--- config.mk ---
export PLATFORM = sky130hd
export DESIGN_NAME = store_align
export DESIGN_NICKNAME = d
export VERILOG_FILES = /design/src/hdl/mem_pkg.sv /design/src/hdl/store_align.sv
export SDC_FILE = /design/constraint.sdc
export NUM_CORES = 1
export LEC_CHECK = 0
export BUFFER_PORTS_ARGS = -buffer_cell sky130_fd_sc_hd__buf_2
export CORE_UTILIZATION = 36
export DETAILED_ROUTE_END_ITERATION = 6
export PLACE_DENSITY_LB_ADDON = 0.1
export SETUP_SLACK_MARGIN = 0.3
export SYNTH_ARGS = -nofsm -noshare
export SYNTH_HDL_FRONTEND = slang
export SYNTH_SLANG_ARGS = --single-unit
--- constraint.sdc ---
create_clock -name vclk -period 2.64
set_input_delay 0.132 -clock vclk [all_inputs]
set_output_delay 0.132 -clock vclk [all_outputs]
set_load 0.005 [all_outputs]
--- src/hdl/mem_pkg.sv ---
// Geometry fixed at 16 KiB in four byte banks behind a 16-bit byte address and no sizes are overridable
`default_nettype none

package mem_pkg;

    //////////////////////////////////////////////////////////////////////
    // Memory geometry
    //////////////////////////////////////////////////////////////////////

    // Byte address port width, wider than needed so range check matters
    localparam int ADDR_WIDTH      = 16;
    // Capacity in bytes
    localparam int MEM_BYTES       = 16384;
    // Word index into each bank, address bits 13..2
    localparam int BANK_ADDR_WIDTH = 12;
    localparam int DATA_WIDTH      = 32;
    // One bank per byte lane
    localparam int LANES           = 4;

    //////////////////////////////////////////////////////////////////////
    // Access encodings
    //////////////////////////////////////////////////////////////////////

    // Size code 3 is unused and rejected as an error
    typedef enum logic [1:0] {
        BYTE = 2'b00,
        HALF = 2'b01,
        WORD = 2'b10
    } mem_size_e;

    // Load extension mode
    typedef enum logic {
        SIGNED   = 1'b0,
        UNSIGNED = 1'b1
    } mem_sign_e;

endpackage

`default_nettype wire

--- src/hdl/store_align.sv ---
// Assumes offset is already aligned for size and misaligned stores are blocked upstream
`timescale 1ns/100ps
`default_nettype none

module store_align import mem_pkg::*; (
    input  logic                  wr,
    input  logic [1:0]            offset,
    input  mem_size_e             size,
    input  logic [DATA_WIDTH-1:0] din,
    output logic [DATA_WIDTH-1:0] lane_din,
    output logic [LANES-1:0]      lane_we
);

    // Byte enables before shifting to the offset
    logic [LANES-1:0] base_mask;

    //////////////////////////////////////////////////////////////////////
    // Lane data
    //////////////////////////////////////////////////////////////////////

    // Replicate the low part across lanes
    // Whichever lanes are enabled then see the right bytes
    always_comb begin
        case (size)
            BYTE:    lane_din = {4{din[7:0]}};
            HALF:    lane_din = {2{din[15:0]}};
            default: lane_din = din;
        endcase
    end

    //////////////////////////////////////////////////////////////////////
    // Lane enables
    //////////////////////////////////////////////////////////////////////

    // One, two or four lanes
    always_comb begin
        case (size)
            BYTE:    base_mask = 4'b0001;
            HALF:    base_mask = 4'b0011;
            WORD:    base_mask = 4'b1111;
            default: base_mask = 4'b0000;
        endcase
    end

    // Move to the addressed lane
    // No enables at all without an accepted store
    always_comb begin
        if (wr) begin
            lane_we = base_mask << offset;
        end else begin
            lane_we = '0;
        end
    end

endmodule

`default_nettype wire

Word-level counts from Yosys, hierarchy flattened
Index checks and enable logic that the tools add are counted.
Storage, ports and cells
  register bits: 0
  input bits: 37
  output and inout port bits: 36
Operators by class
  equal/unequal tests: 2
  shifts and indexed selects: 1
  multiplexer cells: 3
  reduce and logical (&&, ||, !) cells: 1
Operators by type and width (number)
  32-bit one-hot mux with 2 select lines: 1
  4-bit one-hot mux with 3 select lines: 1
  4-bit 2-to-1 mux: 1
  4-bit by 2-bit << shifter with 4-bit output: 1
  2-bit by 1-bit equality test with 1-bit output, second input constant: 1
  2-bit equality test, second input constant: 1
  2-bit logical NOT: 1

Logic depth before layout (Yosys ltp)
  word-level depth: 4
  depth in mapped cells: 7
  gate-level depth less buffers: 5

Least setup slack after synthesis
Ideal clock, no wire load.
  path type: input to output
  start: input size[0]
  end: output lane_din[18]
  arrival time: 1.085 ns
  required time: 2.508 ns
  setup slack: 1.423 ns
  cell stages on the path: 6
  buffers on the path: 2
  cells stage by stage: inv_1 > ha_1 > buf_6 > nor2_8 > buf_6 > mux2_4
On the way
  cells in the longest elaborated chain, start to end: 2
  elaborated cells between the ends (all ways): 3
Ends and longest elaborated chain
  start, declared: RTL line store_align.sv:8  | input mem_size_e size,
  2-bit by 1-bit equality test with 1-bit output / 2-bit logical NOT (equally long branches): RTL line store_align.sv:24  | case (size)
  32-bit one-hot mux with 2 select lines *: RTL line store_align.sv:24
  end, declared: RTL line store_align.sv:10  | output logic [DATA_WIDTH-1:0] lane_din,
Every way passes the cells marked *; elsewhere a longest branch is shown, timed or not.

Worst setup path after layout
  start: input size[0]
  end: output lane_din[15]
The elaborated chain is that of the path after synthesis.

==> summary.log <==
[placement] HPWL after DPL 1.27 mm
[sta] setup TNS 0 ns
[pwr] switching part of the total 45.1%
[floorplan] core outline area 0.00135 mm^2
[worst_setup_path] CP Launch Type input pin
[sta] final setup margin 0.831 ns
[sta] Finish-stage setup viols 0
[floorplan] Boundary Pins 73
[job] number of maximum-capacitance violations 0
[global_route] maximum number of pins on one net before global-route repair 19
[route] routed via count 744
[clock_network] total setup buffers inserted after CTS 0
[sta] Highest Clock Rate 0.553 GHz
[global_route] number of antenna violations at the first check in global routing 0
[global_route] number of global-route vias before repair 568
[hold_path] Tightest Hold Check Type in2out
[synthesis] post-synth top area share 13.8%
[global_route] global-route congestion overflow total 0
[final_layout] commonest non-fill, non-tap cell in the layout buf_2
[sta] Final Hold Fails 0
[sta] Worst Tran Pin Value 0.706 ns
[hold_path] Hold Path Cell Cnt 2
[clock_network] hold_buf cts 0
[synthesis] cell types occupying the most area after synthesis nand2_1 (14%), a22o_1 (13%), mux2_2 (12%), a22oi_1 (11%), buf_4 (11%)
[placement] IO buf count 73
[final_layout] fraction of final layout cells sized beyond drive strength 1 60.7%
[route] number of detailed-route iterations in the first pass 4
[worst_setup_path] Worst EP arrival 1.68 ns
[sta] final worst-path cycle share 68.5%
[floorplan] cell row count 13
[pwr] Power Dens Cells 182 mW/mm^2
[final_layout] storage element area 0 um^2
[global_route] gr usage total 17.9%
[final_layout] number of sequential cells 0
[worst_setup_path] type of the worst setup path in2out
[floorplan] chip height 40.8 um
[synthesis] gate count of the mapped netlist 75
[final_layout] Diodes inserted 0
[final_layout] Area growth syn-to-layout 51.6%
[global_route] wire length of the first global-routing pass 2.17 mm
[clock_network] number of cells upsized or downsized after cts 0
[pwr] clock power share 0%
[placement] setup slack at placement 0.813 ns
[sta] clock period minus final worst setup slack 1.81 ns
[sta] setup repair after global routing missed its margin false
[final_layout] utilization after layout 61.0%
[pwr] Seq pwr share 0%
[synthesis] total of warnings raised by yosys 0
[route] count of antenna-violating nets left after detailed routing 0
[synthesis] Synth Net Count 116
[status] status complete, no violations
[synthesis] cell taking the most area after synthesis nand2_1
[final_layout] final net count 178
[pwr] Static Leak 0.000521 uW
[synthesis] average cell area after synthesis 7.24 um^2
[floorplan] full die area 0.00167 mm^2
[pwr] Worst IR Drop VDD 0.0823 mV
[worst_setup_path] critical path capture point type output port
[sta] Max Transition Viols Final 0
[pwr] Combinational Power Share 100.0%
[pwr] internal power of the cells 82.3 uW
[route] starting DRC count in detailed routing 10
[route] Routed Wire Length 1.54 mm
[route] DRC violation count after routing 0
[route] final routed wire length divided by cell count 10.3 um
[route] number of vias per cell 4.96
[placement] last weighted congestion value of the routability-driven placer 0.624
[sta] Rel. slew slack 53.0%
[floorplan] die extent in x 40.8 um
[final_layout] clock buffer instance count of the final layout 0
[synthesis] sequential-to-total area share from yosys stat 0%
[synthesis] synthesized cell area 543 um^2
[synthesis] number of unique standard cell types used by synthesis 18
[worst_setup_path] maximum net fanout on the critical path 18
[final_layout] most used cells in the layout excluding fill and tap cells buf_2 (73), nand2_1 (20), a22o_1 (8), a22oi_1 (8), mux2_2 (6)
[floorplan] starting utilization of the core area 40.2%
[worst_setup_path] required time reported for the critical path endpoint 2.51 ns
[pwr] sw power 67.6 uW
==> power groups by stage <==
stage               combinational, uW  sequential, uW  clock [uW]
global route                      171               0           0
finish                            150               0           0
detailed placement                151               0           0
floorplan                        86.0               0           0
CTS                               151               0           0
global placement                  148               0           0
==> area by class of cell <==
type | count | area, um^2
timing repair buffer | 73 | 365
fill | 142 | 527
tap | 15 | 18.8
inverter | 4 | 15.0
multi-input combinational | 58 | 424
==> worst paths after layout <==
path / start / end
setup / recovery: size[0] / lane_din[15]
hold / removal: din[3] / lane_din[3]
==> critical path: stages <==
cell	delay, ns
buf_2	0.12
inv_1	0.07
ha_1	0.61
nand2b_1	0.34
a22o_1	0.28
buf_2	0.12
==> metal layers <==
| metal | up-vias | GRT usage, % | routed length [um] | part of all wire, % |
|---|---|---|---|---|
| met5 | - | 0 | 0 | 0 |
| met4 | 0 | 0 | 0 | 0 |
| met3 | 0 | 0 | 118 | 7.7 |
| met2 | 33 | 39.1 | 845 | 55 |
| met1 | 329 | 19.2 | 575 | 37 |
| li1 | 382 | - | - | - |
==> per-stage QoR <==
step	hold slack (ns)	power (uW)	instances	cell area (um^2)
after floorplan	0.300	86.0	75	543
after global placement	0.475	148	150	823
after detailed placement	0.480	151	150	823
after CTS	0.480	151	150	823
after global routing	0.490	171	150	823
final	0.479	150	150	823
==> synth_stat cells <==
| master | number |
|---|---|
| a21oi_1 | 1 |
| a22o_1 | 8 |
| a22oi_1 | 8 |
| buf_2 | 2 |
| buf_4 | 8 |
| buf_6 | 3 |
| ha_1 | 4 |
| inv_1 | 4 |
| mux2_2 | 6 |
| mux2_4 | 2 |
| nand2_1 | 20 |
| nand2b_1 | 2 |
| nor2_1 | 1 |
| nor2_8 | 1 |
| nor2b_1 | 1 |
| nor3_1 | 1 |
| o21ai_0 | 2 |
| o32ai_1 | 1 |
==> logic make-up (layout without fill, tap and decap cells) <==
group	after synthesis	in the layout	share of synthesized area, %
AOI/OAI and AO/OA	20	20	28.3
adders and majority gates	4	4	9.22
buffers and inverters	17	77	21.9
muxes	8	8	18.0
and+or+nand+nor	26	26	22.6
No activity file was read; power rests on OpenSTA's default activity.
