**src/hdl/mem_pkg.sv**
```systemverilog
// Geometry fixed at 16 KiB in four byte banks behind a 16-bit byte address and no sizes are overridable
`default_nettype none

package mem_pkg;

    //////////////////////////////////////////////////////////////////////
    // Memory geometry
    //////////////////////////////////////////////////////////////////////

    // Byte address port width, wider than needed so range check matters
    localparam int ADDR_WIDTH      = 16;
    // Capacity in bytes
    localparam int MEM_BYTES       = 16384;
    // Word index into each bank, address bits 13..2
    localparam int BANK_ADDR_WIDTH = 12;
    localparam int DATA_WIDTH      = 32;
    // One bank per byte lane
    localparam int LANES           = 4;

    //////////////////////////////////////////////////////////////////////
    // Access encodings
    //////////////////////////////////////////////////////////////////////

    // Size code 3 is unused and rejected as an error
    typedef enum logic [1:0] {
        BYTE = 2'b00,
        HALF = 2'b01,
        WORD = 2'b10
    } mem_size_e;

    // Load extension mode
    typedef enum logic {
        SIGNED   = 1'b0,
        UNSIGNED = 1'b1
    } mem_sign_e;

endpackage

`default_nettype wire

```
**src/hdl/load_align.sv**
```systemverilog
// Control is registered on each accepted read so dout holds until the next accepted read
`timescale 1ns/100ps
`default_nettype none

module load_align import mem_pkg::*; (
    input  logic                  clk,
    input  logic                  rst,
    input  logic                  rd,
    input  logic [1:0]            offset,
    input  mem_size_e             size,
    input  mem_sign_e             sign,
    input  logic [DATA_WIDTH-1:0] raw,
    output logic [DATA_WIDTH-1:0] dout
);

    // Access attributes, aligned with the bank output register
    logic [1:0]            off_q;
    mem_size_e             size_q;
    mem_sign_e             sign_q;

    // Raw word moved down so the addressed byte sits at bit 0
    logic [DATA_WIDTH-1:0] shifted;
    logic [7:0]            sel_byte;
    logic [15:0]           sel_half;

    //////////////////////////////////////////////////////////////////////
    // Control capture
    //////////////////////////////////////////////////////////////////////

    always_ff @(posedge clk) begin
        if (rst) begin
            off_q  <= 2'b00;
            size_q <= BYTE;
            sign_q <= SIGNED;
        end else if (rd) begin
            off_q  <= offset;
            size_q <= size;
            sign_q <= sign;
        end
    end

    //////////////////////////////////////////////////////////////////////
    // Select and extend
    //////////////////////////////////////////////////////////////////////

    // Offset times eight
    assign shifted  = raw >> {off_q, 3'b000};
    assign sel_byte = shifted[7:0];
    assign sel_half = shifted[15:0];

    always_comb begin
        case (size_q)
            BYTE: begin
                if (sign_q == SIGNED) begin
                    dout = {{(DATA_WIDTH-8){sel_byte[7]}}, sel_byte};
                end else begin
                    dout = {{(DATA_WIDTH-8){1'b0}}, sel_byte};
                end
            end
            HALF: begin
                if (sign_q == SIGNED) begin
                    dout = {{(DATA_WIDTH-16){sel_half[15]}}, sel_half};
                end else begin
                    dout = {{(DATA_WIDTH-16){1'b0}}, sel_half};
                end
            end
            // Whole word, lane 0 least significant
            default: dout = raw;
        endcase
    end

endmodule

`default_nettype wire

```
**config.mk**
```make
export PLATFORM = sky130hd
export DESIGN_NAME = load_align
export DESIGN_NICKNAME = d
export VERILOG_FILES = /design/src/hdl/mem_pkg.sv /design/src/hdl/load_align.sv
export SDC_FILE = /design/constraint.sdc
export NUM_CORES = 1
export LEC_CHECK = 0
export BUFFER_PORTS_ARGS = -buffer_cell sky130_fd_sc_hd__buf_2
export CORE_MARGIN = 3
export CORE_UTILIZATION = 40
export DETAILED_ROUTE_END_ITERATION = 6
export PLACE_DENSITY = 0.9
export REMOVE_ABC_BUFFERS = 1
export SLEW_MARGIN = 20
export SYNTH_ARGS = -nofsm -noshare
export SYNTH_HDL_FRONTEND = slang
export SYNTH_SLANG_ARGS = --single-unit
```
**constraint.sdc**
```tcl
create_clock -name clk -period 1.8 [get_ports clk]
set_input_delay 0.09 -clock clk [delete_from_list [all_inputs] [get_ports clk]]
set_output_delay 0.09 -clock clk [all_outputs]
set_load 0.05 [all_outputs]
```
## Word level (Yosys, flattened, before mapping)

Cells that the tools add are included.

- Logic and storage cells: 9
- Flip-flop bits (word level): 5
- Bits of input ports: 40

- Reduce and logical (&&, ||, !) cells: 1
- Mux-type cells: 3
- Shifts and indexed selects: 1
- Equal/unequal tests: 1

Operators by type and width:

| cell | number |
|---|---|
| two-way mux 32 bit | 2 |
| one-hot mux 32 bit (2 select lines) | 1 |
| >> shifter 32 x 5 -> 16 bit | 1 |
| == test 2 x 1 -> 1 bit, second input constant | 1 |
| logical NOT 2 bit | 1 |

## Logic depth before layout (Yosys ltp)

- Depth in word-level cells: 3
- Gate-level depth with buffers: 6
- Gate-level depth less buffers: 4

## Least setup slack after synthesis

No wires, ideal clock.

- Path type: register -> output
- Start: register off_q[1]
- End: output dout[10]
- Arrival: 2.148 ns
- Data required time: 1.710 ns
- Stages on the path, launching flop included: 6
- Path slack: -0.438 ns
- Cells stage by stage: dfxtp_1 > buf_6 > mux4_2 > a21o_1 > nand2_1 > o21ai_0

- Cells in the longest elaborated chain, start to end: 3
- Elaborated cells between the ends (all ways): 4
- Those cells by class: 1 x shift; 3 x mux

Ends and longest elaborated chain:

| element | RTL line | source |
|---|---|---|
| start: declaration | load_align.sv:17 | `logic [1:0] off_q;` |
| start signal: assignment | load_align.sv:36 | `off_q <= offset;` |
| >> shifter 32 x 5 -> 16 bit (*) | load_align.sv:47 | `assign shifted = raw >> {off_q, 3'b000};` |
| two-way mux 32 bit (on tied branches) | load_align.sv:61, load_align.sv:54 |  |
| one-hot mux 32 bit (2 select lines) (*) | load_align.sv:52 | `case (size_q)` |
| end: declaration | load_align.sv:13 | `output logic [DATA_WIDTH-1:0] dout` |

Mark *: on every way between the ends. The rest lies on a longest branch, timed or not.

## Final worst setup path

- Start: register off_q[1]
- End: output dout[16]

The elaborated chain is that of the path after synthesis.

==> impl_summary.md <==
Placement
The placed instances occupy a cell area of 1380 um^2. Once placement completed, the tool counted placed cells totaling 241. Timing analysis after detailed placement gives a worst setup slack of 0.0587 ns.

During placement, the flow inserted port buffers numbering 71. After legalization and detailed placement, the total HPWL measured 2470 um. At the end of routability-driven placement, the weighted congestion stood at 0.815.

Critical path
Setup slack on the worst reg-to-reg path comes out at 0.84 ns. The arrival time at the worst endpoint is 1.76 ns. The startpoint identified for the worst register-to-register timing path is size_q[0]. The worst reg-to-reg path cell count is 3. The slowest stage of the critical path is the sky130_fd_sc_hd__mux4_2 cell. STA classifies the critical path startpoint as a register.

Data on the critical path is required at its endpoint by 1.71 ns. The delay of the slowest cell on the worst path is 0.56 ns. The critical path goes through mux4_2, mux2i_4, buf_12, o21ai_1, buf_6. The class of the most critical setup path is register to output pin. STA classifies the critical path endpoint as an output pin.

The highest fanout seen on the critical path is 16. In this run the critical register-to-register path is captured at size_q[0].

Timing
In the post-route analysis, the smallest setup slack over all paths is -0.0537 ns. The worst-case headroom to the max-slew limit is 75.8%. The maximum clock frequency is 539 MHz. The time the final worst path needs with I/O delays and setup is 1.85 ns.

The number of hold-slack violations in the final timing report was 0. The number of slew-limit violations in the final report is 0. The final hold slack is 0.0609 ns. The count of endpoints failing setup in the final report is 23. The actual transition at the worst max-transition pin is 0.362 ns. For the final database, setup skew stands at 0 ns. The final clock period utilization by the worst path is 103%. Setup repair after global routing could not meet its margin everywhere.

Run status
The flow ran to the end, but the final reports show violations. The checks that failed: negative setup slack.

Synthesis
Summing the sequential cell areas from Yosys gives 10.2% of the chip area. For this run, the leading register cell type out of synthesis is sky130_fd_sc_hd__dfxtp_1. The Yosys step of the flow raised 0 warnings.

The portion of synthesized cell area occupied by the leading cell type is 14.5%. sky130_fd_sc_hd__nand2_1 is the most common cell in the netlist. In this run the mean area of a mapped cell was 6.60 um^2. Yosys attributes the largest share of cell area to sky130_fd_sc_hd__nand2_1 (15%), sky130_fd_sc_hd__mux2i_1 (13%), sky130_fd_sc_hd__o21ai_0 (11%), sky130_fd_sc_hd__dfxtp_1 (10%), sky130_fd_sc_hd__mux2_2 (9.2%).

The cell type with the highest aggregate area in the netlist is sky130_fd_sc_hd__nand2_1. The number of synthesized register bits is 5. Counting flops with a built-in enable in the synthesized netlist gives 0. Sorting the synthesized cells by how often they occur yields sky130_fd_sc_hd__nand2_1 (38), sky130_fd_sc_hd__o21ai_0 (22), sky130_fd_sc_hd__mux2i_1 (13).

Counting distinct cell types in the post-synthesis netlist gives 22. In the synthesized netlist, the number of instances is 149. The cell area that synthesis handed to floorplanning was 983 um^2. The share of flip-flops with an asynchronous set or reset after synthesis is 0%.

Clock network
The number of clock buffers added by TritonCTS is 3. The later-pin clock latency in the skew report is 0.24 ns. The clock slew at the register clock pins of the worst setup and hold paths is 0.04 ns.

For this design, the sink count on the clock tree is 5. The deepest clock path buffer count is 2. The number of buffers added for setup after CTS is 0.

The number of hold buffers added after CTS was 0. The CTS root buffer is sky130_fd_sc_hd__clkbuf_4. The level count of the clock H-tree is 1.

TritonCTS built the clock tree.

Final layout
The post-route cell area is 1680 um^2. The final layout contains 258 nets. The final instance count without filler cells is 245.

The area growth from synthesis to layout is 70.5%. The antenna diode count is 0. In the final layout, the share of cells above drive strength 1 is 53.5%. Across the whole layout, storage elements account for 103 um^2. The total area of multi-input combinational cells is 893 um^2.

The layout filler cell count is 173.

Die
The floorplan has 17 rows. The initial standard-cell utilization of the core is 43.2%. The count of boundary I/O pins is 72. The overall die height is 55.6 um. In this run the horizontal extent of the chip is 55.6 um. The region available for standard cell placement spans 2280 um^2.

The die covers 3090 um^2.

Min path
The worst hold path begins at rst. The worst hold path stage count is 2. For hold timing, the worst endpoint is off_q[0]. The classification of the worst-slack hold path is input pin to register.

Global route
Entering global routing, the biggest net connects 27 pins. The overall global routing resource usage is 22.8%. The wire length of the first global-routing pass is 5930 um. Global routing finished with a remaining overflow of 0. The initial antenna violation count came to 0. The number of global-route vias before repair is 1383.

Power and ir drop
The fraction of power consumed by sequential logic is 10.3%. The switching power is 0.000699 W. The share of total power in combinational logic is 79.5%. The clock network power share is 10.2%. The power per cell area is 750 nW/um^2. IR analysis of the VDD net gives a maximum drop of 0.561 mV.

In this run the static leakage power is 0.737 nW. The design internal power is 0.000558 W. The switching part of the total power is 55.6%.

Routing
The first TritonRoute pass finished after 4 iterations. The post-detailed-route via-to-cell ratio is 5.61. The final routed DRC violation total is 0. The detail-routed net length per standard cell is 15.4 um. The number of DRC markers after the initial detailed-route iteration is 81. The count of nets left with antenna violations once routing finished came out at 0. The final routed wirelength across all metal layers is 3770 um. The overall via count from detail_route is 1375.

Job
The tool flagged a number of max-cap violations equal to 0.
worst max-delay path, delay by kind of cell (launching register included):
family | cells | cell delay [ns]
flip-flops | 1 | 0.34
AO/OA/AOI/OAI | 1 | 0.09
buffers and inverters | 2 | 0.34
multiplexers | 2 | 0.75
cells in the final DEF, fill, tap and decap left out, types with 8 or more instances in the layout:
master / instances
sky130_fd_sc_hd__a22oi_1: 8
sky130_fd_sc_hd__buf_2: 41
sky130_fd_sc_hd__buf_4: 14
sky130_fd_sc_hd__buf_6: 24
sky130_fd_sc_hd__mux2_2: 8
sky130_fd_sc_hd__mux2i_1: 13
sky130_fd_sc_hd__nand2_1: 31
sky130_fd_sc_hd__nand3b_1: 8
sky130_fd_sc_hd__o21ai_0: 8
sky130_fd_sc_hd__o21ai_1: 14
power groups by stage:
stage / clock (W) / combinational [W] / sequential (W)
2_1_floorplan: 0 / 0.000554 / 0.000149
5_1_grt: 0.000138 / 0.00105 / 0.000130
3_5_place_dp: 0 / 0.000803 / 0.000129
4_1_cts: 0.000130 / 0.000941 / 0.000128
3_3_place_gp: 0 / 0.000795 / 0.000129
6_report: 0.000128 / 0.000999 / 0.000130
what timing repair did:
action | CTS | global route
endpoints found under the setup margin | 30 | 31
gates resized for setup | 69 | 26
pin swaps | 0 | 2
state kept, by name, indices dropped and copies added (netlist names):
signal / count
off_q: 2
size_q: 2
sign_q: 1
stage by stage:
| stage | utilization [%] | setup TNS (ns) | power, W |
|---|---|---|---|
| final | 73.7 | -0.716 | 0.00126 |
| after global routing | 73.7 | -2.47 | 0.00132 |
| after CTS | 69.9 | -0.719 | 0.00120 |
| after detailed placement | 60.6 | 0 | 0.000932 |
| after global placement | 60.6 | 0 | 0.000924 |
| after floorplan | - | -22.53 | 0.000703 |
final cells by class:
cell class / instances / share of cell area [%]
Clock buffer: 4 / 1.57
Sequential cell: 5 / 6.12
Timing Repair Buffer: 81 / 36.7
Inverter: 1 / 0.224
Multi-Input combinational cell: 126 / 53.3
Tap cell: 28 / 2.09
per-layer routing:
metal  wire [um]  vias to the layer above  GRT usage, %  part of all wire (%)
met2        2010                       70          41.2                    53
met1        1440                      628          25.7                    38
li1            -                      669             -                     -
met5           0                        -             0                     0
met3         250                        8          4.18                   6.6
met4          69                        0          9.72                   1.8
how the worst max path moves through the flow:
| stage | startpoint | endpoint | slack (ns) | cells past startpoint |
|---|---|---|---|---|
| after global placement | off_q[1] | dout[20] | 0.13 | 6 |
| final | off_q[1] | dout[16] | -0.05 | 5 |
| after global routing | off_q[1] | dout[16] | -0.13 | 5 |
| after floorplan | off_q[0] | dout[16] | -0.92 | 4 |
| after CTS | off_q[1] | dout[18] | -0.09 | 7 |
| after detailed placement | off_q[1] | dout[18] | 0.06 | 6 |
cells by family after synthesis:
logic type	after synthesis	share of synthesized area (%)
simple gates	54	24.2
buf+inv	18	8.65
flops	5	10.2
mux	23	27.0
compound gates	49	30.0
No activity file was read; power rests on OpenSTA's default activity.
